--- src/logic/boot_macros.svh ---
`ifndef BOOT_MACROS_SVH
`define BOOT_MACROS_SVH

////////////////////////////////////////
// Word and lane geometry
////////////////////////////////////////

// Instruction word and its byte enables
`define BOOT_WORD_W      32
`define BOOT_BE_W        4

////////////////////////////////////////
// Instruction memory
////////////////////////////////////////

`define BOOT_QMEM_DEPTH  1024
`define BOOT_QADDR_W     10

////////////////////////////////////////
// Configuration register map
////////////////////////////////////////

`define BOOT_CFG_AW      2

// Word-addressed register offsets
`define BOOT_CFG_BASE    2'd0
`define BOOT_CFG_COUNT   2'd1
`define BOOT_CFG_CTRL    2'd2

`endif

--- src/logic/boot_pkg.sv ---
`include "boot_macros.svh"

package boot_pkg;

   ////////////////////////////////////////
   // Data path vectors
   ////////////////////////////////////////

   // One instruction word and its byte enables
   typedef logic [`BOOT_WORD_W-1:0]  word_t;
   typedef logic [`BOOT_BE_W-1:0]    be_t;

   // Word address into the instruction memory
   typedef logic [`BOOT_QADDR_W-1:0] qaddr_t;

   // One bit wider than the address so a full memory fits
   typedef logic [`BOOT_QADDR_W:0]   wcount_t;

   typedef logic [`BOOT_CFG_AW-1:0]  cfg_addr_t;

   ////////////////////////////////////////
   // Loader FSM
   ////////////////////////////////////////

   typedef enum logic [1:0] {IDLE, LOAD, DRAIN, DONE} load_state_e;

endpackage

--- src/logic/boot_cfg_regs.sv ---
`timescale 1ns/1ps
`include "boot_macros.svh"

module boot_cfg_regs
   import boot_pkg::*;
(
   input  logic      clk_load,
   input  logic      rst_i,
   input  logic      cfg_we_i,
   input  cfg_addr_t cfg_addr_i,
   input  word_t     cfg_wdata_i,
   input  logic      busy_i,
   output word_t     cfg_rdata_o,
   output qaddr_t    base_addr_o,
   output wcount_t   word_count_o,
   output logic      big_endian_o
);

   qaddr_t  base_q;
   wcount_t count_q;
   logic    big_endian_q;
   logic    wr_en;

   // Settings are frozen while an image is loading
   assign wr_en = cfg_we_i && !busy_i;

   always_ff @(posedge clk_load)
   begin
      if (rst_i)
      begin
         base_q       <= '0;
         count_q      <= '0;
         big_endian_q <= 1'b0;
      end
      else if (wr_en)
      begin
         case (cfg_addr_i)
            `BOOT_CFG_BASE:  base_q       <= cfg_wdata_i[`BOOT_QADDR_W-1:0];
            `BOOT_CFG_COUNT: count_q      <= cfg_wdata_i[`BOOT_QADDR_W:0];
            `BOOT_CFG_CTRL:  big_endian_q <= cfg_wdata_i[0];
            default:         ;
         endcase
      end
   end

   // Readback with unused bits as zero
   always_comb
   begin
      case (cfg_addr_i)
         `BOOT_CFG_BASE:  cfg_rdata_o = {{(`BOOT_WORD_W-`BOOT_QADDR_W){1'b0}}, base_q};
         `BOOT_CFG_COUNT: cfg_rdata_o = {{(`BOOT_WORD_W-`BOOT_QADDR_W-1){1'b0}}, count_q};
         `BOOT_CFG_CTRL:  cfg_rdata_o = {{(`BOOT_WORD_W-1){1'b0}}, big_endian_q};
         default:         cfg_rdata_o = '0;
      endcase
   end

   assign base_addr_o  = base_q;
   assign word_count_o = count_q;
   assign big_endian_o = big_endian_q;

   // A load in progress sees constant settings
   a_cfg_stable_busy: assert property (@(posedge clk_load) disable iff (rst_i)
      busy_i |=> $stable({base_q, count_q, big_endian_q}));

endmodule

--- config.mk ---
export PLATFORM = sky130hd
export DESIGN_NAME = boot_cfg_regs
export DESIGN_NICKNAME = d
export VERILOG_FILES = /design/src/logic/boot_pkg.sv /design/src/logic/boot_cfg_regs.sv
export VERILOG_INCLUDE_DIRS = /design/src /design/src/logic
export SDC_FILE = /design/constraint.sdc
export NUM_CORES = 1
export LEC_CHECK = 0
export BUFFER_PORTS_ARGS = -buffer_cell sky130_fd_sc_hd__buf_4
export CORE_UTILIZATION = 30
export CTS_CLUSTER_DIAMETER = 200
export CTS_CLUSTER_SIZE = 10
export DETAILED_ROUTE_END_ITERATION = 8
export PLACE_DENSITY = 0.61
export SLEW_MARGIN = 10
export SYNTH_ARGS = -nofsm -noshare
export SYNTH_HDL_FRONTEND = slang
export SYNTH_SLANG_ARGS = --single-unit
--- constraint.sdc ---
create_clock -name clk_load -period 2.4 [get_ports clk_load]
set_input_delay 0.12 -clock clk_load [delete_from_list [all_inputs] [get_ports clk_load]]
set_output_delay 0.12 -clock clk_load [all_outputs]
set_load 0.01 [all_outputs]
==> impl_metrics.tcl, run 1 <==
set metrics [dict create \
    synth_cells 132 \
    yosysMostFrequentCell "nand2b_1" \
    post-synth-top-area-cell "dfxtp_1" \
    ctsLongestPathBuffers 2 \
    antenna_found_initial 0 \
    async_flop_share 0 \
    die-height_microns 67 \
    synth_top_cell_area_share 0.3475 \
    synthDistinctLibCells 15 \
    crit_arrival_ns 1.00 \
    dieArea_sq_um 4489 \
    hpwl_mm 1.914 \
    final-hold-violation-count 0 \
    numCtsBuffers 3 \
    grt_pass1_vias 892 \
    synth.cell_area_sq_um 1267 \
    cts.sinks 22 \
    htreeDepth 1 \
    fill_cells 413 \
    clk_pin_slew_ns 0.08 \
    port_buffers 49 \
    synth_edf_count 0 \
    ctsHoldBuffers 0 \
    clock_latency_ns 0.25 \
    drc_errors 0 \
    required_ns 2.28 \
    report.final.setup_viol 0 \
    grt_remaining_overflow 0 \
    num_vias 963 \
    finalNonFillerCells 226 \
    area_growth_syn_to_layout_pct 28.04 \
    rsz0062_at_grt "no" \
    grt_max_degree 34 \
    layout-drive-gt1-share 0.3125 \
    worst_setup_path_end_kind "output pin" \
    ant_nets 0 \
    diodes 0 \
    start_util 0.3146 \
    routabilityCongestion 0.6505 \
    synth-seq-cells 22 \
    first_pass_iters 4 \
    dp.cells 222 \
    fin_skew_ns 0 \
    setup-tns-final_ns 0 \
    die_width_microns 67 \
    synth_ff_type "dfxtp_1" \
    ir_worst_vdd_mv 0.1862 \
    avgViaCountPerCell 4.261 \
    cp_max_fo 3 \
    routed_wl_mm 2.699 \
    yosys-top-cells-count "33 x nand2b_1, 32 x mux2i_1, 22 x dfxtp_1" \
    syn_avg_cell_area_sq_um 9.602 \
    min_period_ns 1.115 \
    rows 23 \
    maxCapViolCount 0 \
    detail_route.wl_per_cell_microns 11.94 \
    leakagePower_nw 0.8012 \
    multiInputGateArea_sq_um 696.9 \
    num_io_pins 92 \
    root_buffer "clkbuf_8" \
    max_freq_ghz 0.8965 \
    synth.yosys.seq_area_share 0.3475 \
    worstSetupPathType "reg -> out" \
    grt_pass1_wl_mm 4.215 \
    drv_slew 0 \
    status "finished, final reports clean" \
    synth_area_leaders "dfxtp_1 35%, mux2i_1 25%, nand2b_1 16%, buf_4 12%, nor2_1 2.7%" \
    core_sq_um 4029 \
    cts_tree "yes" \
    yosysWarnings 0 \
    startpoint_type "flop" \
    cts_setup_buffers 0 \
    ff_latch_area_sq_um 440.4 \
    powerDensity_nw_per_um2 462.1 \
    track_usage 0.1264 \
    ctsResizeCount 0 \
    drtIter0Drc 25 \
    fin_nets 215 \
    hold_path.class "in -> reg" \
    post-route-period-util 0.4648 \
]
[registers in the layout, summed over array words and instances, names as in the netlist]
name          flops
base_addr_o      10
big_endian_o      1
word_count_o     11
[layer usage]
metal	track usage	up-vias	share of wire
met5	0	-	0
li1	-	477	-
met3	0.02740	2	0.072
met2	0.2013	48	0.47
met1	0.1668	436	0.46
met4	0.03989	0	0.0030
[kinds of logic after synthesis]
kind of cell           Yosys count  share of synthesized area
buffers and inverters           29                     0.1619
AO/OA/AOI/OAI                    1                   0.003945
AND/OR/NAND/NOR                 47                     0.2310
flip-flops                      22                     0.3475
other                            1                   0.002959
multiplexers                    32                     0.2527
[per-stage QoR]
step	worst slack, ns	total power, mW	hold slack (ns)	utilization	area [sq um]
detailed placement	1.105	0.4990	0.3998	0.3891	1568
finish	1.285	0.7498	0.1317	0.4028	1623
floorplan	1.284	0.4802	0.2753	-	1343
global placement	1.118	0.4964	0.3995	0.3891	1568
CTS	1.259	0.7624	0.1238	0.4028	1623
global route	1.181	0.7911	0.1524	0.4028	1623
[power breakdown]
group / total [mW] / switching (mW) / internal (mW)
clock: 0.260 / 0.115 / 0.146
combinational: 0.110 / 0.0568 / 0.0535
sequential: 0.379 / 0.00628 / 0.373
[area by class of cell]
class | instances | share of cell area
clock buffer | 4 | 0.03392
multi-input combinational | 101 | 0.4295
sequential | 22 | 0.2714
tap | 50 | 0.03855
timing repair buffer | 49 | 0.2267
[placed cells by master (no fill, tap or decap)]
| master | synthesis | routed |
|---|---|---|
| mux2i_1 | 32 | 32 |
| or4b_4 | 1 | 1 |
| buf_4 | 21 | 49 |
| dfxtp_1 | 22 | 22 |
| and3b_1 | 1 | 1 |
| nor4bb_1 | 1 | 1 |
| and4bb_2 | 1 | 1 |
| nor2_1 | 9 | 9 |
| nand2b_1 | 33 | 33 |
| nand3b_1 | 1 | 1 |
| o21ai_0 | 1 | 1 |
| conb_1 | 1 | 21 |
| clkbuf_8 | 0 | 4 |
[critical path, cell delays in order (launching register included)]
cell and delay (ns):
dfxtp_1 0.36, mux2i_1 0.08, o21ai_0 0.16, buf_4 0.14
[worst paths after layout]
check	start	to	slack (ns)	cells after the start
setup / recovery	word_count_o[0]$_SDFFE_PP0P_	cfg_rdata_o[0]	1.28	3
hold reg to reg	word_count_o[10]$_SDFFE_PP0P_	word_count_o[10]$_SDFFE_PP0P_	0.50	2
setup reg to reg	base_addr_o[2]$_SDFFE_PP0P_	base_addr_o[2]$_SDFFE_PP0P_	1.76	2
hold / removal	cfg_wdata_i[10]	word_count_o[10]$_SDFFE_PP0P_	0.13	3
(Power assumes the default switching activity.)
==> inputs of run 2 (changes only) <==
==> constraint.sdc (replaced) <==
create_clock -name clk_load -period 1.09 [get_ports clk_load]
set_input_delay 0.0545 -clock clk_load [delete_from_list [all_inputs] [get_ports clk_load]]
set_output_delay 0.0545 -clock clk_load [all_outputs]
set_load 0.01 [all_outputs]
==> impl_metrics.tcl, run 2 (synthesized netlist as in run 1, its figures left out) <==
set metrics [dict create \
    status "finished, final reports clean" \
    numCtsBuffers 3 \
    die-height_microns 67 \
    num_io_pins 92 \
    rows 23 \
    grt_max_degree 34 \
    report.final.setup_viol 0 \
    area_growth_syn_to_layout_pct 31.19 \
    cts_tree "yes" \
    routabilityCongestion 0.6528 \
    min_period_ns 1.012 \
    dieArea_sq_um 4489 \
    grt_remaining_overflow 0 \
    antenna_found_initial 0 \
    largest_reg_flops 11 \
    multiInputGateArea_sq_um 696.9 \
    track_usage 0.1279 \
    grt_pass1_wl_mm 4.243 \
    layout-drive-gt1-share 0.3425 \
    hpwl_mm 2.102 \
    start_util 0.3146 \
    detail_route.wl_per_cell_microns 12.33 \
    maxCapViolCount 0 \
    avgViaCountPerCell 4.364 \
    postLayoutCellArea_sq_um 1663 \
    hold_path.class "in -> reg" \
    required_ns 1.04 \
    drc_errors 0 \
    fin_nets 220 \
    rsz0062_at_grt "no" \
    max_freq_ghz 0.9879 \
    clk_pin_slew_ns 0.08 \
    fill_cells 413 \
    ctsLongestPathBuffers 2 \
    num_vias 1008 \
    startpoint_type "flop" \
    reg2reg_slack_ns 0.45 \
    first_pass_iters 4 \
    ff_latch_area_sq_um 442.9 \
    post-route-period-util 0.9286 \
    diodes 0 \
    p_total_mw 1.669 \
    r2r-end "base_addr_o[7]$_SDFFE_PP0P_" \
    hp-start "cfg_wdata_i[10]" \
    r2r-start "base_addr_o[7]$_SDFFE_PP0P_" \
    setup-tns-final_ns 0 \
    placed_area_sq_um 1605 \
    htreeDepth 1 \
    clock_latency_ns 0.26 \
    core_sq_um 4029 \
    worst_setup_path_end_kind "output pin" \
    ir_worst_vdd_mv 0.5495 \
    fin_skew_ns 0 \
    port_buffers 49 \
    whs_endpoint "word_count_o[10]$_SDFFE_PP0P_" \
    drv_slew 0 \
    final_common_cell "buf_4" \
    ant_nets 0 \
    powerDensity_nw_per_um2 1004 \
    cp_max_fo 3 \
    cts.sinks 22 \
    r2r_cells 2 \
    die_width_microns 67 \
    whs_path_depth 3 \
    final-hold-violation-count 0 \
    most-common-layout-cells "54 x buf_4, 33 x nand2b_1, 32 x mux2i_1" \
    grt_pass1_vias 939 \
    leakagePower_nw 0.8273 \
    routed_wl_mm 2.849 \
    root_buffer "clkbuf_8" \
    drtIter0Drc 27 \
    worstSetupPathType "reg -> out" \
    crit_arrival_ns 0.96 \
]
==> run 2: cell count changes in the layout (fill, tap and decap cells not counted) <==
cell / change
buf_4: +5
dfxtp_2: +2
dfxtp_1: -2
==> run 2: critical path: stages (launching register included) <==
cell,delay [ns]
dfxtp_1,0.38
mux2i_1,0.09
nor2_1,0.10
buf_4,0.13
==> run 2: metal layers <==
layer | vias to the layer above | global-route usage | wire length (microns) | part of all wire
met3 | 5 | 0.02226 | 188 | 0.066
met1 | 464 | 0.1591 | 1289 | 0.45
li1 | 488 | - | - | -
met5 | - | 0 | 0 | 0
met2 | 51 | 0.2163 | 1336 | 0.47
met4 | 0 | 0.04787 | 36 | 0.013
==> run 2: power breakdown <==
| group | switching (mW) | leakage [nW] | internal (mW) | total, mW |
|---|---|---|---|---|
| Sequential | 0.0144 | 0.179 | 0.821 | 0.836 |
| Clock | 0.255 | 0.0288 | 0.322 | 0.577 |
| Combinational | 0.129 | 0.620 | 0.127 | 0.256 |
==> run 2: worst max-delay path by stage <==
stage          cells after the start                           to                    startpoint
3_3_place_gp                       3  base_addr_o[1]$_SDFFE_PP0P_                 cfg_addr_i[1]
6_report                           3               cfg_rdata_o[7]  word_count_o[7]$_SDFFE_PP0P_
4_1_cts                            3               cfg_rdata_o[0]  word_count_o[0]$_SDFFE_PP0P_
3_5_place_dp                       3  base_addr_o[7]$_SDFFE_PP0P_                 cfg_addr_i[1]
2_1_floorplan                      4  base_addr_o[0]$_SDFFE_PP0P_                 cfg_addr_i[0]
5_1_grt                            3               cfg_rdata_o[8]  word_count_o[8]$_SDFFE_PP0P_
==> run 2: final cells by class <==
type / count / share of cell area
clock buffer: 4 / 0.03311
multi-input combinational: 101 / 0.4191
sequential: 22 / 0.2664
tap: 50 / 0.03762
timing repair buffer: 54 / 0.2438
==> run 2: repair_timing <==
item | CTS | global route
gates resized for setup | 0 | 2
hold buffers | 0 | 0
endpoints found under the setup margin | 0 | 1
buffers inserted | 0 | 0
==> run 2: metrics by stage <==
step           setup WS, ns    util  hold WS [ns]  std cells
6_report            0.07778  0.4127       0.06530        231
2_1_floorplan       0.03972       -        0.2098        152
4_1_cts             0.02734  0.4121       0.06646        231
3_3_place_gp       -0.03563  0.3984        0.3342        227
5_1_grt             0.01137  0.4127       0.06446        231
3_5_place_dp       -0.05465  0.3984        0.3500        227
