<file path="config.mk">
export PLATFORM = sky130hd
export DESIGN_NAME = image_loader
export DESIGN_NICKNAME = d
export VERILOG_FILES = /design/src/logic/boot_pkg.sv /design/src/logic/image_loader.sv
export VERILOG_INCLUDE_DIRS = /design/src /design/src/logic
export SDC_FILE = /design/constraint.sdc
export NUM_CORES = 1
export LEC_CHECK = 0
export ABC_AREA = 1
export BUFFER_PORTS_ARGS = -buffer_cell sky130_fd_sc_hd__buf_2
export CORE_MARGIN = 3
export CORE_UTILIZATION = 39
export CTS_CLUSTER_DIAMETER = 30
export DETAILED_ROUTE_END_ITERATION = 12
export GPL_TIMING_DRIVEN = 1
export PLACE_DENSITY = 0.84
export SETUP_SLACK_MARGIN = 0.3
export SYNTH_ARGS = -nofsm -noshare
export SYNTH_HDL_FRONTEND = slang
export SYNTH_SLANG_ARGS = --single-unit
</file>
<file path="constraint.sdc">
create_clock -name clk_load -period 2.51 [get_ports clk_load]
set_input_delay 0.502 -clock clk_load [delete_from_list [all_inputs] [get_ports clk_load]]
set_output_delay 0.502 -clock clk_load [all_outputs]
set_load 0.02 [all_outputs]
</file>
<file path="src/logic/boot_macros.svh">
`ifndef BOOT_MACROS_SVH
`define BOOT_MACROS_SVH

////////////////////////////////////////
// Word and lane geometry
////////////////////////////////////////

// Instruction word and its byte enables
`define BOOT_WORD_W      32
`define BOOT_BE_W        4

////////////////////////////////////////
// Instruction memory
////////////////////////////////////////

`define BOOT_QMEM_DEPTH  1024
`define BOOT_QADDR_W     10

////////////////////////////////////////
// Configuration register map
////////////////////////////////////////

`define BOOT_CFG_AW      2

// Word-addressed register offsets
`define BOOT_CFG_BASE    2'd0
`define BOOT_CFG_COUNT   2'd1
`define BOOT_CFG_CTRL    2'd2

`endif

</file>
<file path="src/logic/boot_pkg.sv">
`include "boot_macros.svh"

package boot_pkg;

   ////////////////////////////////////////
   // Data path vectors
   ////////////////////////////////////////

   // One instruction word and its byte enables
   typedef logic [`BOOT_WORD_W-1:0]  word_t;
   typedef logic [`BOOT_BE_W-1:0]    be_t;

   // Word address into the instruction memory
   typedef logic [`BOOT_QADDR_W-1:0] qaddr_t;

   // One bit wider than the address so a full memory fits
   typedef logic [`BOOT_QADDR_W:0]   wcount_t;

   typedef logic [`BOOT_CFG_AW-1:0]  cfg_addr_t;

   ////////////////////////////////////////
   // Loader FSM
   ////////////////////////////////////////

   typedef enum logic [1:0] {IDLE, LOAD, DRAIN, DONE} load_state_e;

endpackage

</file>
<file path="src/logic/image_loader.sv">
`timescale 1ns/1ps
`include "boot_macros.svh"

module image_loader
   import boot_pkg::*;
(
   input  logic    clk_load,
   input  logic    rst_i,
   input  logic    start_i,
   input  qaddr_t  base_addr_i,
   input  wcount_t word_count_i,
   input  word_t   img_data_i,
   input  be_t     img_be_i,
   output logic    img_rd_o,
   output wcount_t img_idx_o,
   output logic    beat_valid_o,
   output qaddr_t  beat_addr_o,
   output word_t   beat_data_o,
   output be_t     beat_be_o,
   output logic    busy_o,
   output logic    load_done_o
);

   load_state_e state_q;
   wcount_t     idx_q;
   wcount_t     idx_next;
   wcount_t     rd_idx_q;
   logic        rd_q;

   assign idx_next = idx_q + wcount_t'(1);

   ////////////////////////////////////////
   // Sequencing FSM
   ////////////////////////////////////////

   always_ff @(posedge clk_load)
   begin
      if (rst_i)
      begin
         state_q <= IDLE;
         idx_q   <= '0;
         rd_q    <= 1'b0;
      end
      else
      begin
         // Source answers one cycle after each read
         rd_q <= img_rd_o;
         case (state_q)
            IDLE, DONE:
               if (start_i)
               begin
                  idx_q   <= '0;
                  // Empty image skips straight to the drain
                  state_q <= (word_count_i == '0) ? DRAIN : LOAD;
               end
            LOAD:
            begin
               idx_q <= idx_next;
               if (idx_next == word_count_i)
                  state_q <= DRAIN;
            end
            // Last beat is in the write stage once rd_q drops
            DRAIN:
               if (!rd_q)
                  state_q <= DONE;
            default: state_q <= IDLE;
         endcase
      end
   end

   // Index of the word now on the image port
   always_ff @(posedge clk_load)
   begin
      rd_idx_q <= idx_q;
   end

   assign img_rd_o    = (state_q == LOAD);
   assign img_idx_o   = idx_q;
   assign busy_o      = (state_q == LOAD) || (state_q == DRAIN);
   assign load_done_o = (state_q == DONE);

   ////////////////////////////////////////
   // Write beats wrapping at memory depth
   ////////////////////////////////////////

   assign beat_valid_o = rd_q;
   assign beat_addr_o  = base_addr_i + rd_idx_q[`BOOT_QADDR_W-1:0];
   assign beat_data_o  = img_data_i;
   assign beat_be_o    = img_be_i;

   // Nothing left in flight once done is reported
   a_done_quiet: assert property (@(posedge clk_load) disable iff (rst_i)
      load_done_o |-> !img_rd_o && !beat_valid_o);

   a_idx_in_range: assert property (@(posedge clk_load) disable iff (rst_i)
      busy_o |-> idx_q <= word_count_i);

endmodule

</file>
==> results_dict.tcl, run 1 <==
set metrics [dict create \
    finalSetupViolations 2 \
    timing.rr.start "img_idx_o[1]$_SDFFE_PP0P_" \
    violations "setup timing" \
    synthTopCellsByCount "68 x nand2_1, 36 x buf_4, 29 x inv_1" \
    peakVddDrop_uv 508 \
    tns_ns -0.119 \
    synth_ff_type "dfxtp_1" \
    dieHeight_um 75.2 \
    n_fill_cell 420 \
    max_slew_margin 0.789 \
    avgRoutedWirePerCell_um 11.5 \
    htreeDepth 1 \
    antenna_cells 0 \
    syn_avg_cell_area_um2 6.87 \
    rows 24 \
    dp.cells 342 \
    buffer_ports.inserted 48 \
    register_area_um2 485 \
    async_reset_ff_frac 0 \
    drt_iter0_drc 67 \
    cp.arrival_ns 2.12 \
    syn2layout_area_growth_pct 17.5 \
    route.detailed.drc 0 \
    gr-total-overflow 0 \
    core-area_um2 4470 \
    die_w_um 75.2 \
    worstHoldStart "img_idx_o[0]$_SDFFE_PP0P_" \
    grt_pass1_vias 1623 \
    design_area_um2 2200 \
    hold_path_depth 0 \
    endpoint_kind "output port" \
    layout_setup_ws_ns -0.108 \
    hold_viol 0 \
    rsz0062_at_grt "true" \
    total_power_mw 1.18 \
    place_hpwl_mm 3.22 \
    ios 121 \
    drtAntennaViolNets 0 \
    grt_max_degree 13 \
    synth-edff-count 0 \
    synth_top_cell_by_area "dfxtp_1" \
    finClkSkew_ns 0.00688 \
    p_leak_nw 1.08 \
    fin_crit_sh 1.04 \
    cts_root_buffer "clkbuf_8" \
    drv_slew 0 \
    initial_core_util 0.418 \
    grt_util_all_layers 0.149 \
    multi_input_area_um2 1130 \
    grt_pass1_wl_mm 6.79 \
    syn_nets 346 \
    routed_via_density 4.96 \
    place_area_um2 2050 \
    synth_warnings 0 \
    stdcell_count 348 \
    critical_path_class "in2out" \
    path_max_fanout 2 \
    netlist_area_um2 1870 \
    period_minus_slack_ns 2.62 \
    cts_max_path_buffers 2 \
    drive_gt1_frac 0.324 \
    clock.fmax_mhz 382 \
    grt_antenna_before_repair 0 \
    maxCapViolCount 0 \
    synth-seq-area-share 0.257 \
    dieArea_um2 5660 \
    synth_seq_cells 24 \
    cts_buffers 3 \
    tritoncts "built" \
    start_kind "primary input" \
    p_per_area_nw_per_um2 536 \
    synth_cells 272 \
    synth_top_area_frac 0.257 \
    cts.sinks 24 \
    yosysMostFrequentCell "nand2_1" \
    num_vias 1725 \
    crit_start "base_addr_i[0]" \
    clk_latency_ns 0.27 \
    synth.area.top_cells "dfxtp_1 26%, buf_4 14%, nand2_1 14%, ha_1 8.7%, a21oi_1 6.4%" \
    worstPathRequired_ns 2.01 \
    wl_mm 4.02 \
    worstMarginPinSlew_ns 0.315 \
    nNetsFinal 372 \
    clkTransAtPathRegs_ns 0.08 \
    status "finished with violations" \
    first_pass_iters 4 \
    final_util 0.491 \
    ys_types 26 \
    place_congestion 0.817 \
    min_path_type "reg2reg" \
    reg2reg_depth 13 \
]
-- layer usage --
metal	track usage	routed length [µm]	vias up
li1	-	-	881
met1	0.184	1800	776
met2	0.275	1870	59
met3	0.0174	305	9
met4	0.0388	38	0
met5	0	0	-
-- through the flow --
stage                     setup slack, ns  hold slack (ns)
after global routing               -0.272            0.421
after global placement             -0.241            0.398
after detailed placement           -0.249            0.402
final                              -0.108            0.409
after CTS                         -0.0969            0.414
after floorplan                   0.00676            0.472
-- worst max-delay path, stage by stage --
cell,delay [ns]
buf_6,0.10
ha_4,0.15
fa_2,0.34
nand3_2,0.07
nand2_2,0.06
nand2_2,0.06
nand2_2,0.05
a21oi_2,0.15
inv_1,0.06
a21oi_2,0.11
nor2_1,0.06
nor2_2,0.13
xnor2_2,0.11
buf_4,0.15
-- cells in the final DEF (no fill, tap or decap), types with 3 or more instances in the layout --
cell type	count
a21oi_1	20
a21oi_2	4
buf_2	41
buf_4	13
buf_6	5
clkbuf_8	3
dfxtp_1	20
dfxtp_2	4
ha_1	7
ha_4	6
inv_1	29
nand2_1	64
nand2_2	7
nand3_1	23
nor2_1	15
nor2_2	3
xor2_1	9
-- final cells by class --
cell class,count,area share
well taps,52,0.0296
inverters,30,0.0513
flip-flops and latches,24,0.221
clock buffers,3,0.0188
repair buffers,59,0.164
multi-input cells,180,0.516
-- where the power goes --
part           internal (mW)  switching (mW)  leakage, nW
Sequential             0.417          0.0365        0.196
Clock                  0.107           0.121       0.0216
Combinational          0.182           0.313        0.865
-- repair_timing --
action | 4_1_cts | 5_1_grt
pin swaps | 8 | 9
setup endpoints to repair | 5 | 7
resized for setup | 12 | 13
hold buffers | 0 | 0
buffers inserted | 2 | 1
endpoints found under the hold margin | 0 | 0
-- flip-flops by register name (all words and copies together), names as in the netlist --
name / flops
beat_valid_o: 1
img_idx_o: 11
rd_idx_q: 10
state_q: 2
-- path summary, 6_finish.rpt --
check | end | slack [ns]
setup / recovery | beat_addr_o[8] | -0.11
hold / removal | rd_idx_q[0]$_DFF_P_ | 0.41
setup reg to reg | state_q[1]$_SDFFE_PP0P_ | 0.69
hold reg to reg | rd_idx_q[0]$_DFF_P_ | 0.41
-- logic make-up after synthesis --
| logic type | share of synthesized area |
|---|---|
| AOI/OAI and AO/OA | 0.0811 |
| xor gates and xnor gates | 0.0656 |
| adders and majority gates | 0.0978 |
| buffers and inverters | 0.209 |
| DFF | 0.257 |
| and+or+nand+nor | 0.289 |
No activity file was read; power rests on OpenSTA's default activity.
==> run 2, diff against run 1 <==
--- a/config.mk
+++ b/config.mk
@@ -11,6 +11,7 @@
 export CORE_MARGIN = 3
 export CORE_UTILIZATION = 39
 export CTS_CLUSTER_DIAMETER = 30
+export CTS_CLUSTER_SIZE = 10
 export DETAILED_ROUTE_END_ITERATION = 12
 export GPL_TIMING_DRIVEN = 1
 export PLACE_DENSITY = 0.84
==> constraint.sdc (replaced) <==
create_clock -name clk_load -period 2.15 [get_ports clk_load]
set_input_delay 0.43 -clock clk_load [delete_from_list [all_inputs] [get_ports clk_load]]
set_output_delay 0.43 -clock clk_load [all_outputs]
set_load 0.02 [all_outputs]
==> run 2 against run 1 <==
The run still ends with setup timing left. Clock-buffer cell count unchanged. Wire length is 6.2% higher. Non-clock buffer count is 9 higher. Power increased by 24%. Setup slack got worse by 0.29 ns. Cell area rose by 6.8%.
==> results_dict.tcl, run 2 (synthesized netlist as in run 1, its figures left out) <==
set metrics [dict create \
    status "finished with violations" \
    violations "setup timing" \
    place_congestion 0.926 \
    hold_viol 0 \
    drtAntennaViolNets 0 \
    p_leak_nw 1.16 \
    wl_met2_mm 1.97 \
    final_util 0.524 \
    clkTransAtPathRegs_ns 0.08 \
    top_layer "met4" \
    num_vias 1768 \
    pre_cts_ws_ns -0.498 \
    clk_latency_ns 0.27 \
    start_kind "flip-flop" \
    avgRoutedWirePerCell_um 11.9 \
    endpoint_kind "output port" \
    clock.fmax_mhz 393 \
    r2r_slack_ns 0.33 \
    critical_path_class "reg2out" \
    cpPeakStageDelay_ns 0.34 \
    buffer_ports.inserted 48 \
    design_area_um2 2350 \
    final_cell_mix "63 x nand2_1, 39 x buf_2, 29 x inv_1" \
    hold_path_depth 0 \
    maxCapViolCount 0 \
    htreeDepth 1 \
    grt_pass1_wl_mm 7.06 \
    worst_hold_slack_ns 0.412 \
    place_area_um2 2120 \
    critPathSlowestCell "dfxtp_2" \
    core-area_um2 4470 \
    layout_setup_ws_ns -0.395 \
    cp_top_family "adder cells" \
    cts_root_buffer "clkbuf_8" \
    cts_max_path_buffers 2 \
    worstPathRequired_ns 1.72 \
    worstHoldStart "img_idx_o[6]$_SDFFE_PP0P_" \
    wl_mm 4.27 \
    cts.sinks 24 \
    antenna_cells 0 \
    grt_max_degree 13 \
    fin_crit_sh 1.18 \
    cts_buffers 3 \
    worstMarginPinSlew_ns 0.435 \
    route.detailed.drc 0 \
    total_power_mw 1.46 \
    largest_reg_flops 11 \
    dp.cells 350 \
    finClkSkew_ns 0.00613 \
    met3_length_um 280 \
    timing.rr.start "img_idx_o[0]$_SDFFE_PP0P_" \
    tritoncts "built" \
    finalSetupViolations 6 \
    grt_antenna_before_repair 0 \
    dieArea_um2 5660 \
    rows 24 \
    grt_util_all_layers 0.156 \
    max_slew_margin 0.710 \
    initial_core_util 0.418 \
    first_pass_iters 4 \
    path_max_fanout 2 \
    syn2layout_area_growth_pct 25.6 \
    path_buf_inv 2 \
    die_w_um 75.2 \
    drive_gt1_frac 0.403 \
    crit_top_cell "nand2_2" \
    min_path_type "reg2reg" \
    place_hpwl_mm 3.20 \
    gr-total-overflow 0 \
    reg2reg_depth 14 \
    rsz0062_at_grt "true" \
    tns_ns -1.16 \
    stdcell_count 357 \
    routed_via_density 4.95 \
    min_delay_worst_endpoint "rd_idx_q[6]$_DFF_P_" \
    r2r-end "state_q[0]$_SDFFE_PP0P_" \
    ios 121 \
    cp.arrival_ns 2.11 \
    layout_commonest_cell "nand2_1" \
    drt_iter0_drc 47 \
    path_cells "ha_4, fa_2, nand3_2, nand2_2, nand2_2, nand2_2, a21oi_2, inv_1, a21oi_2, nor2_1, nor2_2, xnor2_2, buf_4" \
    drv_slew 0 \
    nNetsFinal 381 \
    period_minus_slack_ns 2.54 \
    dieHeight_um 75.2 \
    p_per_area_nw_per_um2 623 \
    wl_met1_mm 1.96 \
    peakVddDrop_uv 708 \
    grt_pass1_vias 1647 \
]
run 2: cell count changes in the layout (fill, tap and decap cells not counted), sizes merged:
| cell | before | now |
|---|---|---|
| clkinv | 1 | 0 |
| buf | 59 | 68 |
| inv | 29 | 30 |
run 2: worst max path at each step:
stage,start,end,slack [ns],depth (start not counted)
4_1_cts,rd_idx_q[0]$_DFF_P_,beat_addr_o[8],-0.36,13
2_1_floorplan,base_addr_i[0],beat_addr_o[8],-0.21,12
3_5_place_dp,base_addr_i[0],beat_addr_o[8],-0.50,14
6_report,rd_idx_q[0]$_DFF_P_,beat_addr_o[8],-0.39,13
5_1_grt,rd_idx_q[0]$_DFF_P_,beat_addr_o[8],-0.54,13
3_3_place_gp,base_addr_i[0],beat_addr_o[8],-0.45,14
run 2: cell type report:
class                      count  area, µm²
sequential                    24        498
fill                         420       2130
tap                           52       65.1
inverter                      30        113
multi-input combinational    180       1200
clock buffer                   3       41.3
timing repair buffer          68        432
run 2: power by group:
group	leakage [nW]	switching (mW)	internal (mW)
logic	0.935	0.408	0.256
clock network	0.0216	0.138	0.125
registers	0.199	0.0461	0.488
run 2: per-layer routing:
| metal | global-route usage | vias up |
|---|---|---|
| met5 | 0 | - |
| met4 | 0.0427 | 0 |
| met3 | 0.0267 | 9 |
| met2 | 0.265 | 59 |
| met1 | 0.205 | 805 |
| li1 | - | 895 |
run 2: timing repair:
| action | 4_1_cts | 5_1_grt |
|---|---|---|
| setup buffers | 3 | 1 |
| gates resized for setup | 17 | 32 |
| hold endpoints to repair | 0 | 0 |
| hold buffers | 0 | 0 |
| endpoints found under the setup margin | 9 | 21 |
| pin swaps | 8 | 9 |
