**config.mk**
```make
export PLATFORM = sky130hd
export DESIGN_NAME = qmem_write_ctrl
export DESIGN_NICKNAME = d
export VERILOG_FILES = /design/src/logic/boot_pkg.sv /design/src/logic/qmem_write_ctrl.sv
export VERILOG_INCLUDE_DIRS = /design/src /design/src/logic
export SDC_FILE = /design/constraint.sdc
export NUM_CORES = 1
export LEC_CHECK = 0
export BUFFER_PORTS_ARGS = -buffer_cell sky130_fd_sc_hd__buf_2
export CORE_AREA = 2 2 63 65
export CTS_CLUSTER_SIZE = 25
export DETAILED_ROUTE_END_ITERATION = 10
export DIE_AREA = 0 0 65 67
export GPL_TIMING_DRIVEN = 0
export HOLD_SLACK_MARGIN = 0.06
export PLACE_DENSITY = 0.81
export SYNTH_ARGS = -nofsm -noshare
export SYNTH_HDL_FRONTEND = slang
export SYNTH_SLANG_ARGS = --single-unit
```
**constraint.sdc**
```tcl
create_clock -name clk_load -period 1.5 [get_ports clk_load]
set_input_delay 0.075 -clock clk_load [delete_from_list [all_inputs] [get_ports clk_load]]
set_output_delay 0.075 -clock clk_load [all_outputs]
set_load 0.01 [all_outputs]
```
**src/logic/boot_macros.svh**
```systemverilog
`ifndef BOOT_MACROS_SVH
`define BOOT_MACROS_SVH

////////////////////////////////////////
// Word and lane geometry
////////////////////////////////////////

// Instruction word and its byte enables
`define BOOT_WORD_W      32
`define BOOT_BE_W        4

////////////////////////////////////////
// Instruction memory
////////////////////////////////////////

`define BOOT_QMEM_DEPTH  1024
`define BOOT_QADDR_W     10

////////////////////////////////////////
// Configuration register map
////////////////////////////////////////

`define BOOT_CFG_AW      2

// Word-addressed register offsets
`define BOOT_CFG_BASE    2'd0
`define BOOT_CFG_COUNT   2'd1
`define BOOT_CFG_CTRL    2'd2

`endif

```
**src/logic/boot_pkg.sv**
```systemverilog
`include "boot_macros.svh"

package boot_pkg;

   ////////////////////////////////////////
   // Data path vectors
   ////////////////////////////////////////

   // One instruction word and its byte enables
   typedef logic [`BOOT_WORD_W-1:0]  word_t;
   typedef logic [`BOOT_BE_W-1:0]    be_t;

   // Word address into the instruction memory
   typedef logic [`BOOT_QADDR_W-1:0] qaddr_t;

   // One bit wider than the address so a full memory fits
   typedef logic [`BOOT_QADDR_W:0]   wcount_t;

   typedef logic [`BOOT_CFG_AW-1:0]  cfg_addr_t;

   ////////////////////////////////////////
   // Loader FSM
   ////////////////////////////////////////

   typedef enum logic [1:0] {IDLE, LOAD, DRAIN, DONE} load_state_e;

endpackage

```
**src/logic/qmem_write_ctrl.sv**
```systemverilog
`timescale 1ns/1ps
`include "boot_macros.svh"

module qmem_write_ctrl
   import boot_pkg::*;
(
   input  logic   clk_load,
   input  logic   rst_i,
   input  logic   beat_valid_i,
   input  qaddr_t beat_addr_i,
   input  word_t  beat_data_i,
   input  be_t    beat_be_i,
   input  logic   big_endian_i,
   output logic   qmem_we_o,
   output qaddr_t qmem_addr_o,
   output word_t  qmem_wdata_o,
   output be_t    qmem_be_o
);

   word_t swap_data;
   be_t   swap_be;

   // Lane swap where byte i trades with byte 3-i
   always_comb
   begin
      for (int i = 0; i < `BOOT_BE_W; i++)
      begin
         swap_data[8*i +: 8] = beat_data_i[8*(`BOOT_BE_W-1-i) +: 8];
         swap_be[i]          = beat_be_i[`BOOT_BE_W-1-i];
      end
   end

   always_ff @(posedge clk_load)
   begin
      if (rst_i)
         qmem_we_o <= 1'b0;
      else
         qmem_we_o <= beat_valid_i;
   end

   // Payload follows the beat
   always_ff @(posedge clk_load)
   begin
      qmem_addr_o  <= beat_addr_i;
      qmem_wdata_o <= big_endian_i ? swap_data : beat_data_i;
      qmem_be_o    <= big_endian_i ? swap_be : beat_be_i;
   end

   a_be_kept: assert property (@(posedge clk_load) disable iff (rst_i)
      beat_valid_i && (beat_be_i != '0) |=> qmem_we_o && (qmem_be_o != '0));

endmodule

```
==> flow_summary.toml, run 1 <==
[status]
status = "finished, final reports clean"

[yosys]
yosys.cell_count.top_type = "dfxtp_1"
syn_area_sq_um = 1540
yosysWarnings = 0
synthCells = 88
syn_nets = 138
synth-edff-count = 0
synthTopCellsByArea = "dfxtp_1, mux2_4, mux2_2"
yosys.area.top_type = "dfxtp_1"
synth_common_cells = "dfxtp_1, mux2_4, mux2_2"
synth.top_cell.area_share = 0.612
synth_ff_type = "dfxtp_1"
ys_seq_elements = 47
async_flop_share = 0
yosysSeqAreaShare = 0.612
avgSynthCellArea_sq_um = 17.5
synth_cell_types = 6

[global_route]
grt_max_degree = 15
grt_pass1_vias = 1390
track_usage = 0.222
overflow = 0
antenna_found_initial = 0
grt_pass1_wl_mm = 6.91

[place]
gp_congestion = 0.625
dpl.hpwl_mm = 2.21
port-buffer-count = 95

[pwr]
p_seq_frac = 0.458
intPower_mw = 2.36
clockPowerShare = 0.357
comb_power_share = 0.185
vdd_drop_max_mv = 0.638
p_leak_nw = 1.42
swShare = 0.208
power.switching_uw = 619
power_density_nw_per_um2 = 1040

[sta]
tns_ns = 0
setup_violations = 0
layout_min_cycle_time_ns = 1.42
hold_viol_final = 0
slew_violations = 0
hold_ws_ns = 0.115
rsz0062_at_grt = "no"
slew_headroom = 0.917
fmax_mhz = 703
finalCritPeriodShare = 0.949
worst_pin_slew_ns = 0.124

[hold_path]
holdPathStages = 2
min_to = "qmem_wdata_o[0]$_DFF_P_"
hold_path.class = "in -> reg"
min_from = "big_endian_i"

[cells_and_area]
syn2layout_area_growth_pct = 86.5
finalNetCount = 306
diodes = 0
drive_above_1_share = 0.553

[setup_path]
cp_max_fo = 2
cp.arrival_ns = 1.60
path_common_cell = "dlygate4sd3_1"
crit_path_end_kind = "register"
path_delay_family = "buffers and inverters"
worstSetupStartpointType = "primary input"
critPathMaxStageDelay_ns = 0.57
crit_chain = "dlygate4sd3_1, buf_2, mux2_4, dlygate4sd3_1"
worstSetupPathType = "in -> reg"
required_ns = 1.68
crit_slowest_cell = "dlygate4sd3_1"
cp.depth = 4
crit_buf_inv = 3

[drt]
via_per_inst = 4.40
postRouteAntennaNets = 0
wirelength_mm = 4.55
drc = 0
num_vias = 1342
wl_per_cell_um = 14.9
drt_pass1_iterations = 3
initialDrtViolationCount = 51

[clock_tree]
postCtsResizedCells = 0
clock-root-buffer = "clkbuf_8"
cts.path.max_buffers = 2
cts_setup_buffers = 0
cts.sinks = 47
cts_buffers = 5
cts_tree = "done"
htreeDepth = 2
path_clk_slew_ns = 0.08
cts.hold.buffers_added = 66

[die]
ios = 97
rows = 22
die_h_um = 67
die-width_um = 65
fp.dieArea_sq_um = 4360
initial_core_util = 0.426
core_sq_um = 3610

[job]
drv_cap = 0
[area by class of cell]
cell class / instances / area, sq um
timing repair buffer: 161 / 1140
sequential: 47 / 941
fill: 183 / 741
multi-input combinational: 37 / 524
clock buffer: 6 / 72.6
buffer: 4 / 71.3
clock inverter: 2 / 60.1
tap: 48 / 60.1
[routing by layer]
metal,vias up,global-route usage,share of wire
met2,66,0.443,0.55
li1,634,-,-
met4,0,0.0718,0.013
met3,8,0.0794,0.086
met1,634,0.207,0.35
met5,-,0,0
[kinds of logic after synthesis]
family	Yosys count	share of synthesized area
flip-flops	47	0.612
buffers and inverters	4	0.0464
AND/OR/NAND/NOR	1	0.00407
multiplexers	36	0.337
[cells in the final DEF (no fill, tap or decap)]
cell,count
mux2_2,6
bufinv_16,2
clkbuf_1,1
nor2b_1,1
buf_12,3
buf_2,95
clkbuf_8,5
dlygate4sd3_1,66
dfxtp_1,47
buf_6,1
mux2_4,30
[power groups by stage]
stage | logic, mW | clock network [mW] | registers (mW)
after detailed placement | 0.384 | 0 | 1.39
after CTS | 0.533 | 1.06 | 1.36
after global routing | 0.584 | 1.13 | 1.37
final | 0.551 | 1.06 | 1.37
after global placement | 0.377 | 0 | 1.39
after floorplan | 0.157 | 0 | 1.44
[metrics by stage]
stage | util | area (sq um) | std cells | worst slack, ns | total power, mW
floorplan | - | 1540 | 88 | 0.739 | 1.60
global placement | 0.575 | 2070 | 231 | 0.690 | 1.76
detailed placement | 0.575 | 2070 | 231 | 0.681 | 1.77
CTS | 0.795 | 2870 | 305 | 0.143 | 2.96
global route | 0.795 | 2870 | 305 | 0.0820 | 3.09
finish | 0.795 | 2870 | 305 | 0.0770 | 2.98
[state kept, by name, indices dropped and copies added, names as in the netlist]
signal / flops
qmem_we_o: 1
qmem_addr_o: 10
qmem_be_o: 4
qmem_wdata_o: 32
[worst max-delay path by stage]
stage | slack, ns | endpoint | start
global route | 0.08 | qmem_wdata_o[5]$_DFF_P_ | beat_data_i[29]
global placement | 0.69 | qmem_wdata_o[14]$_DFF_P_ | big_endian_i
CTS | 0.14 | qmem_wdata_o[4]$_DFF_P_ | beat_data_i[4]
finish | 0.08 | qmem_wdata_o[5]$_DFF_P_ | beat_data_i[29]
floorplan | 0.74 | qmem_be_o[0]$_DFF_P_ | big_endian_i
detailed placement | 0.68 | qmem_wdata_o[30]$_DFF_P_ | big_endian_i
No activity file was read; power rests on OpenSTA's default activity.
==> run 2: changes to the inputs <==
--- a/config.mk
+++ b/config.mk
@@ -7,10 +7,12 @@
 export NUM_CORES = 1
 export LEC_CHECK = 0
 export BUFFER_PORTS_ARGS = -buffer_cell sky130_fd_sc_hd__buf_2
-export CORE_AREA = 2 2 63 65
+export CELL_PAD_IN_SITES_DETAIL_PLACEMENT = 1
+export CELL_PAD_IN_SITES_GLOBAL_PLACEMENT = 2
+export CORE_AREA = 2 2 79 81
 export CTS_CLUSTER_SIZE = 25
 export DETAILED_ROUTE_END_ITERATION = 10
-export DIE_AREA = 0 0 65 67
+export DIE_AREA = 0 0 81 83
 export GPL_TIMING_DRIVEN = 0
 export HOLD_SLACK_MARGIN = 0.06
 export PLACE_DENSITY = 0.81
==> flow_summary.toml, run 2 (synthesis gave the netlist of run 1 again) <==
[hold_path]
hold_path.class = "in -> reg"
holdPathStages = 2

[clock_tree]
cts_setup_buffers = 0
cts.sinks = 47
cts.hold.buffers_added = 66
cts.path.max_buffers = 2
path_clk_slew_ns = 0.08
cts_tree = "done"
htreeDepth = 2
postCtsResizedCells = 0
clock-root-buffer = "clkbuf_8"
cts_buffers = 5

[cells_and_area]
diodes = 0
syn2layout_area_growth_pct = 88.7
final_core_util = 0.498
layout_common_cells = "buf_2, dlygate4sd3_1, dfxtp_1, mux2_4, mux2_2"
largest_reg_flops = 32
drive_above_1_share = 0.553
top_regs = "qmem_wdata_o: 32 flops, qmem_addr_o: 10 flops, qmem_be_o: 4 flops"
final_common_cell = "buf_2"
finalNetCount = 306
regMostFlops = "qmem_wdata_o"

[setup_path]
cp.arrival_ns = 1.58
critPathMaxStageDelay_ns = 0.56
crit_slowest_cell = "dlygate4sd3_1"
worstSetupStartpointType = "primary input"
crit_chain = "dlygate4sd3_1, buf_2, mux2_4, dlygate4sd3_1"
required_ns = 1.68
worstSetupPathType = "in -> reg"
crit_path_end_kind = "register"
cp_max_fo = 2
cp.depth = 4
path_common_cell = "dlygate4sd3_1"
crit_buf_inv = 3
path_delay_family = "buffers and inverters"

[sta]
layout_min_cycle_time_ns = 1.40
finalCritPeriodShare = 0.936
hold_viol_final = 0
slew_violations = 0
rsz0062_at_grt = "no"
fmax_mhz = 713
slew_headroom = 0.915
tns_ns = 0
setup_violations = 0
setup_slack_ns = 0.0965
worst_pin_slew_ns = 0.128
hold_ws_ns = 0.122

[die]
die-width_um = 81
initial_core_util = 0.264
ios = 97
fp.dieArea_sq_um = 6720
rows = 28
core_sq_um = 5820
die_h_um = 83

[place]
gp_congestion = 0.730
place_ws_ns = 0.671
dpl.hpwl_mm = 2.83
port-buffer-count = 95

[global_route]
overflow = 0
grt_pass1_vias = 1565
grt_pass1_wl_mm = 7.72
grt_max_degree = 15
antenna_found_initial = 0
track_usage = 0.150

[pwr]
vdd_drop_max_mv = 0.410
p_total_mw = 3.00
p_leak_nw = 1.42
power_density_nw_per_um2 = 1030

[drt]
wirelength_mm = 4.81
wl_per_cell_um = 14.5
drc = 0
postRouteAntennaNets = 0
via_per_inst = 4.02
num_vias = 1336
initialDrtViolationCount = 12
drt_pass1_iterations = 2

[job]
drv_cap = 0

[status]
status = "finished, final reports clean"
[run 2: cell counts in the layout (fill, tap and decap cells not counted)]
Identical to the previous run, type by type.
[run 2: final timing paths]
check  slack (ns)             from                  endpoint
max           0.1  beat_data_i[25]  qmem_wdata_o[25]$_DFF_P_
min          0.12     big_endian_i   qmem_wdata_o[0]$_DFF_P_
[run 2: report_power, final]
part | switching (mW) | internal [mW] | total [mW]
Clock | 0.414 | 0.666 | 1.08
Sequential | 0.0247 | 1.34 | 1.36
Combinational | 0.196 | 0.356 | 0.551
[run 2: routing by layer]
layer	GRT usage	vias up	wire (um)
li1	-	634	-
met4	0.0416	0	39
met5	0	-	0
met3	0.0391	5	427
met2	0.291	70	2610
met1	0.151	627	1730
[run 2: stage by stage]
stage | instances | instance area [sq um]
after floorplan | 88 | 1540
after global placement | 258 | 2110
after detailed placement | 258 | 2110
after CTS | 332 | 2900
after global routing | 332 | 2900
final | 332 | 2900
[run 2: layout make-up]
cell class | count | area (sq um)
multi-input cells | 37 | 524
clock buffers | 6 | 72.6
plain buffers | 4 | 71.3
clock inverters | 2 | 60.1
flip-flops and latches | 47 | 941
fillers | 631 | 2920
repair buffers | 161 | 1140
well taps | 75 | 93.8
==> run 3: changes to the inputs <==
--- a/config.mk
+++ b/config.mk
@@ -7,12 +7,13 @@
 export NUM_CORES = 1
 export LEC_CHECK = 0
 export BUFFER_PORTS_ARGS = -buffer_cell sky130_fd_sc_hd__buf_2
+export CAP_MARGIN = 20
 export CELL_PAD_IN_SITES_DETAIL_PLACEMENT = 1
 export CELL_PAD_IN_SITES_GLOBAL_PLACEMENT = 2
-export CORE_AREA = 2 2 79 81
+export CORE_AREA = 3 3 80 82
 export CTS_CLUSTER_SIZE = 25
 export DETAILED_ROUTE_END_ITERATION = 10
-export DIE_AREA = 0 0 81 83
+export DIE_AREA = 0 0 83 85
 export GPL_TIMING_DRIVEN = 0
 export HOLD_SLACK_MARGIN = 0.06
 export PLACE_DENSITY = 0.81
==> flow_summary.toml, run 3 (synthesis gave the netlist of run 1 again) <==
[status]
status = "finished, final reports clean"

[setup_path]
critPathMaxStageDelay_ns = 0.56
worstSetupPathType = "in -> reg"
path_common_cell = "dlygate4sd3_1"
crit_path_end_kind = "register"
crit_buf_inv = 3
crit_slowest_cell = "dlygate4sd3_1"
cp.arrival_ns = 1.59
worstSetupStartpointType = "primary input"
cp_max_fo = 2
required_ns = 1.69
path_delay_family = "buffers and inverters"
crit_chain = "dlygate4sd3_1, buf_2, mux2_4, dlygate4sd3_1"

[die]
initial_core_util = 0.264
fp.dieArea_sq_um = 7060
ios = 97
rows = 28
die-width_um = 83
die_h_um = 85
core_sq_um = 5820

[cells_and_area]
top_regs = "qmem_wdata_o: 32 flops, qmem_addr_o: 10 flops, qmem_be_o: 4 flops"
diodes = 0
syn2layout_area_growth_pct = 86.5
fillers = 638
regArea_sq_um = 941
layout_common_cells = "buf_2, dlygate4sd3_1, dfxtp_1, mux2_4"
multi_input_area_sq_um = 524
final_common_cell = "buf_2"
regMostFlops = "qmem_wdata_o"
drive_above_1_share = 0.556
largest_reg_flops = 32
finalNetCount = 306

[drt]
via_per_inst = 4.04
drc = 0
drt_pass1_iterations = 3
initialDrtViolationCount = 6
wl_per_cell_um = 14.5
num_vias = 1342
wirelength_mm = 4.81
postRouteAntennaNets = 0

[place]
port-buffer-count = 95
dpl.hpwl_mm = 2.92
gp_congestion = 0.677
place_ws_ns = 0.666

[sta]
finalCritPeriodShare = 0.931
rsz0062_at_grt = "no"
layout_min_cycle_time_ns = 1.40
tns_ns = 0
worst_pin_slew_ns = 0.135
setup_slack_ns = 0.103
hold_viol_final = 0
setup_violations = 0
slew_headroom = 0.910
slew_violations = 0
fmax_mhz = 716
hold_ws_ns = 0.116

[hold_path]
holdPathStages = 2
min_to = "qmem_wdata_o[31]$_DFF_P_"
hold_path.class = "in -> reg"
min_from = "big_endian_i"

[global_route]
grt_pass1_wl_mm = 7.87
antenna_found_initial = 0
grt_pass1_vias = 1569
grt_max_degree = 16
overflow = 0
track_usage = 0.143

[clock_tree]
postCtsResizedCells = 0
cts.path.max_buffers = 2
htreeDepth = 2
path_clk_slew_ns = 0.09
cts_buffers = 5
cts_tree = "done"
clock-root-buffer = "clkbuf_8"
cts.sinks = 47

[pwr]
p_leak_nw = 1.40
power_density_nw_per_um2 = 953
vdd_drop_max_mv = 0.368

[job]
drv_cap = 0
## run 3: worst max path at each step
stage	start	to	slack (ns)	depth (start not counted)
2_1_floorplan	big_endian_i	qmem_be_o[0]$_DFF_P_	0.74	3
3_3_place_gp	big_endian_i	qmem_wdata_o[23]$_DFF_P_	0.68	3
3_5_place_dp	big_endian_i	qmem_wdata_o[25]$_DFF_P_	0.67	3
4_1_cts	beat_data_i[9]	qmem_wdata_o[9]$_DFF_P_	0.15	4
5_1_grt	beat_data_i[6]	qmem_wdata_o[30]$_DFF_P_	0.08	4
6_report	beat_data_i[6]	qmem_wdata_o[30]$_DFF_P_	0.10	4
## run 3: timing repair
item	CTS	global route
setup buffers	0	0
hold endpoints to repair	47	0
hold buffers	66	0
endpoints found under the setup margin	0	0
## run 3: power breakdown
part	internal (mW)	leakage [nW]	switching, mW	total [mW]
clock network	0.377	0.0474	0.438	0.815
registers	1.34	0.397	0.0238	1.36
logic	0.356	0.958	0.197	0.553
total	2.07	1.40	0.659	2.73
## run 3: final cells by class
class | instances | share of cell area
Timing Repair Buffer | 161 | 0.397
Sequential cell | 47 | 0.328
Multi-Input combinational cell | 37 | 0.183
Tap cell | 75 | 0.0328
Clock buffer | 6 | 0.0288
Buffer | 4 | 0.0249
Clock inverter | 2 | 0.00568
## run 3: per-stage QoR
step	instance area, sq um	cells	util	power, mW
after floorplan	1540	88	-	1.60
after global placement	2110	258	0.362	1.77
after detailed placement	2110	258	0.362	1.79
after CTS	2870	332	0.493	2.75
after global routing	2870	332	0.493	2.85
final	2870	332	0.493	2.73
## run 3: metal layers
metal,track usage,part of all wire,wire [um]
met3,0.0515,0.079,379
met2,0.268,0.53,2550
met5,0,0,0
met4,0.0461,0.018,85
met1,0.147,0.37,1800
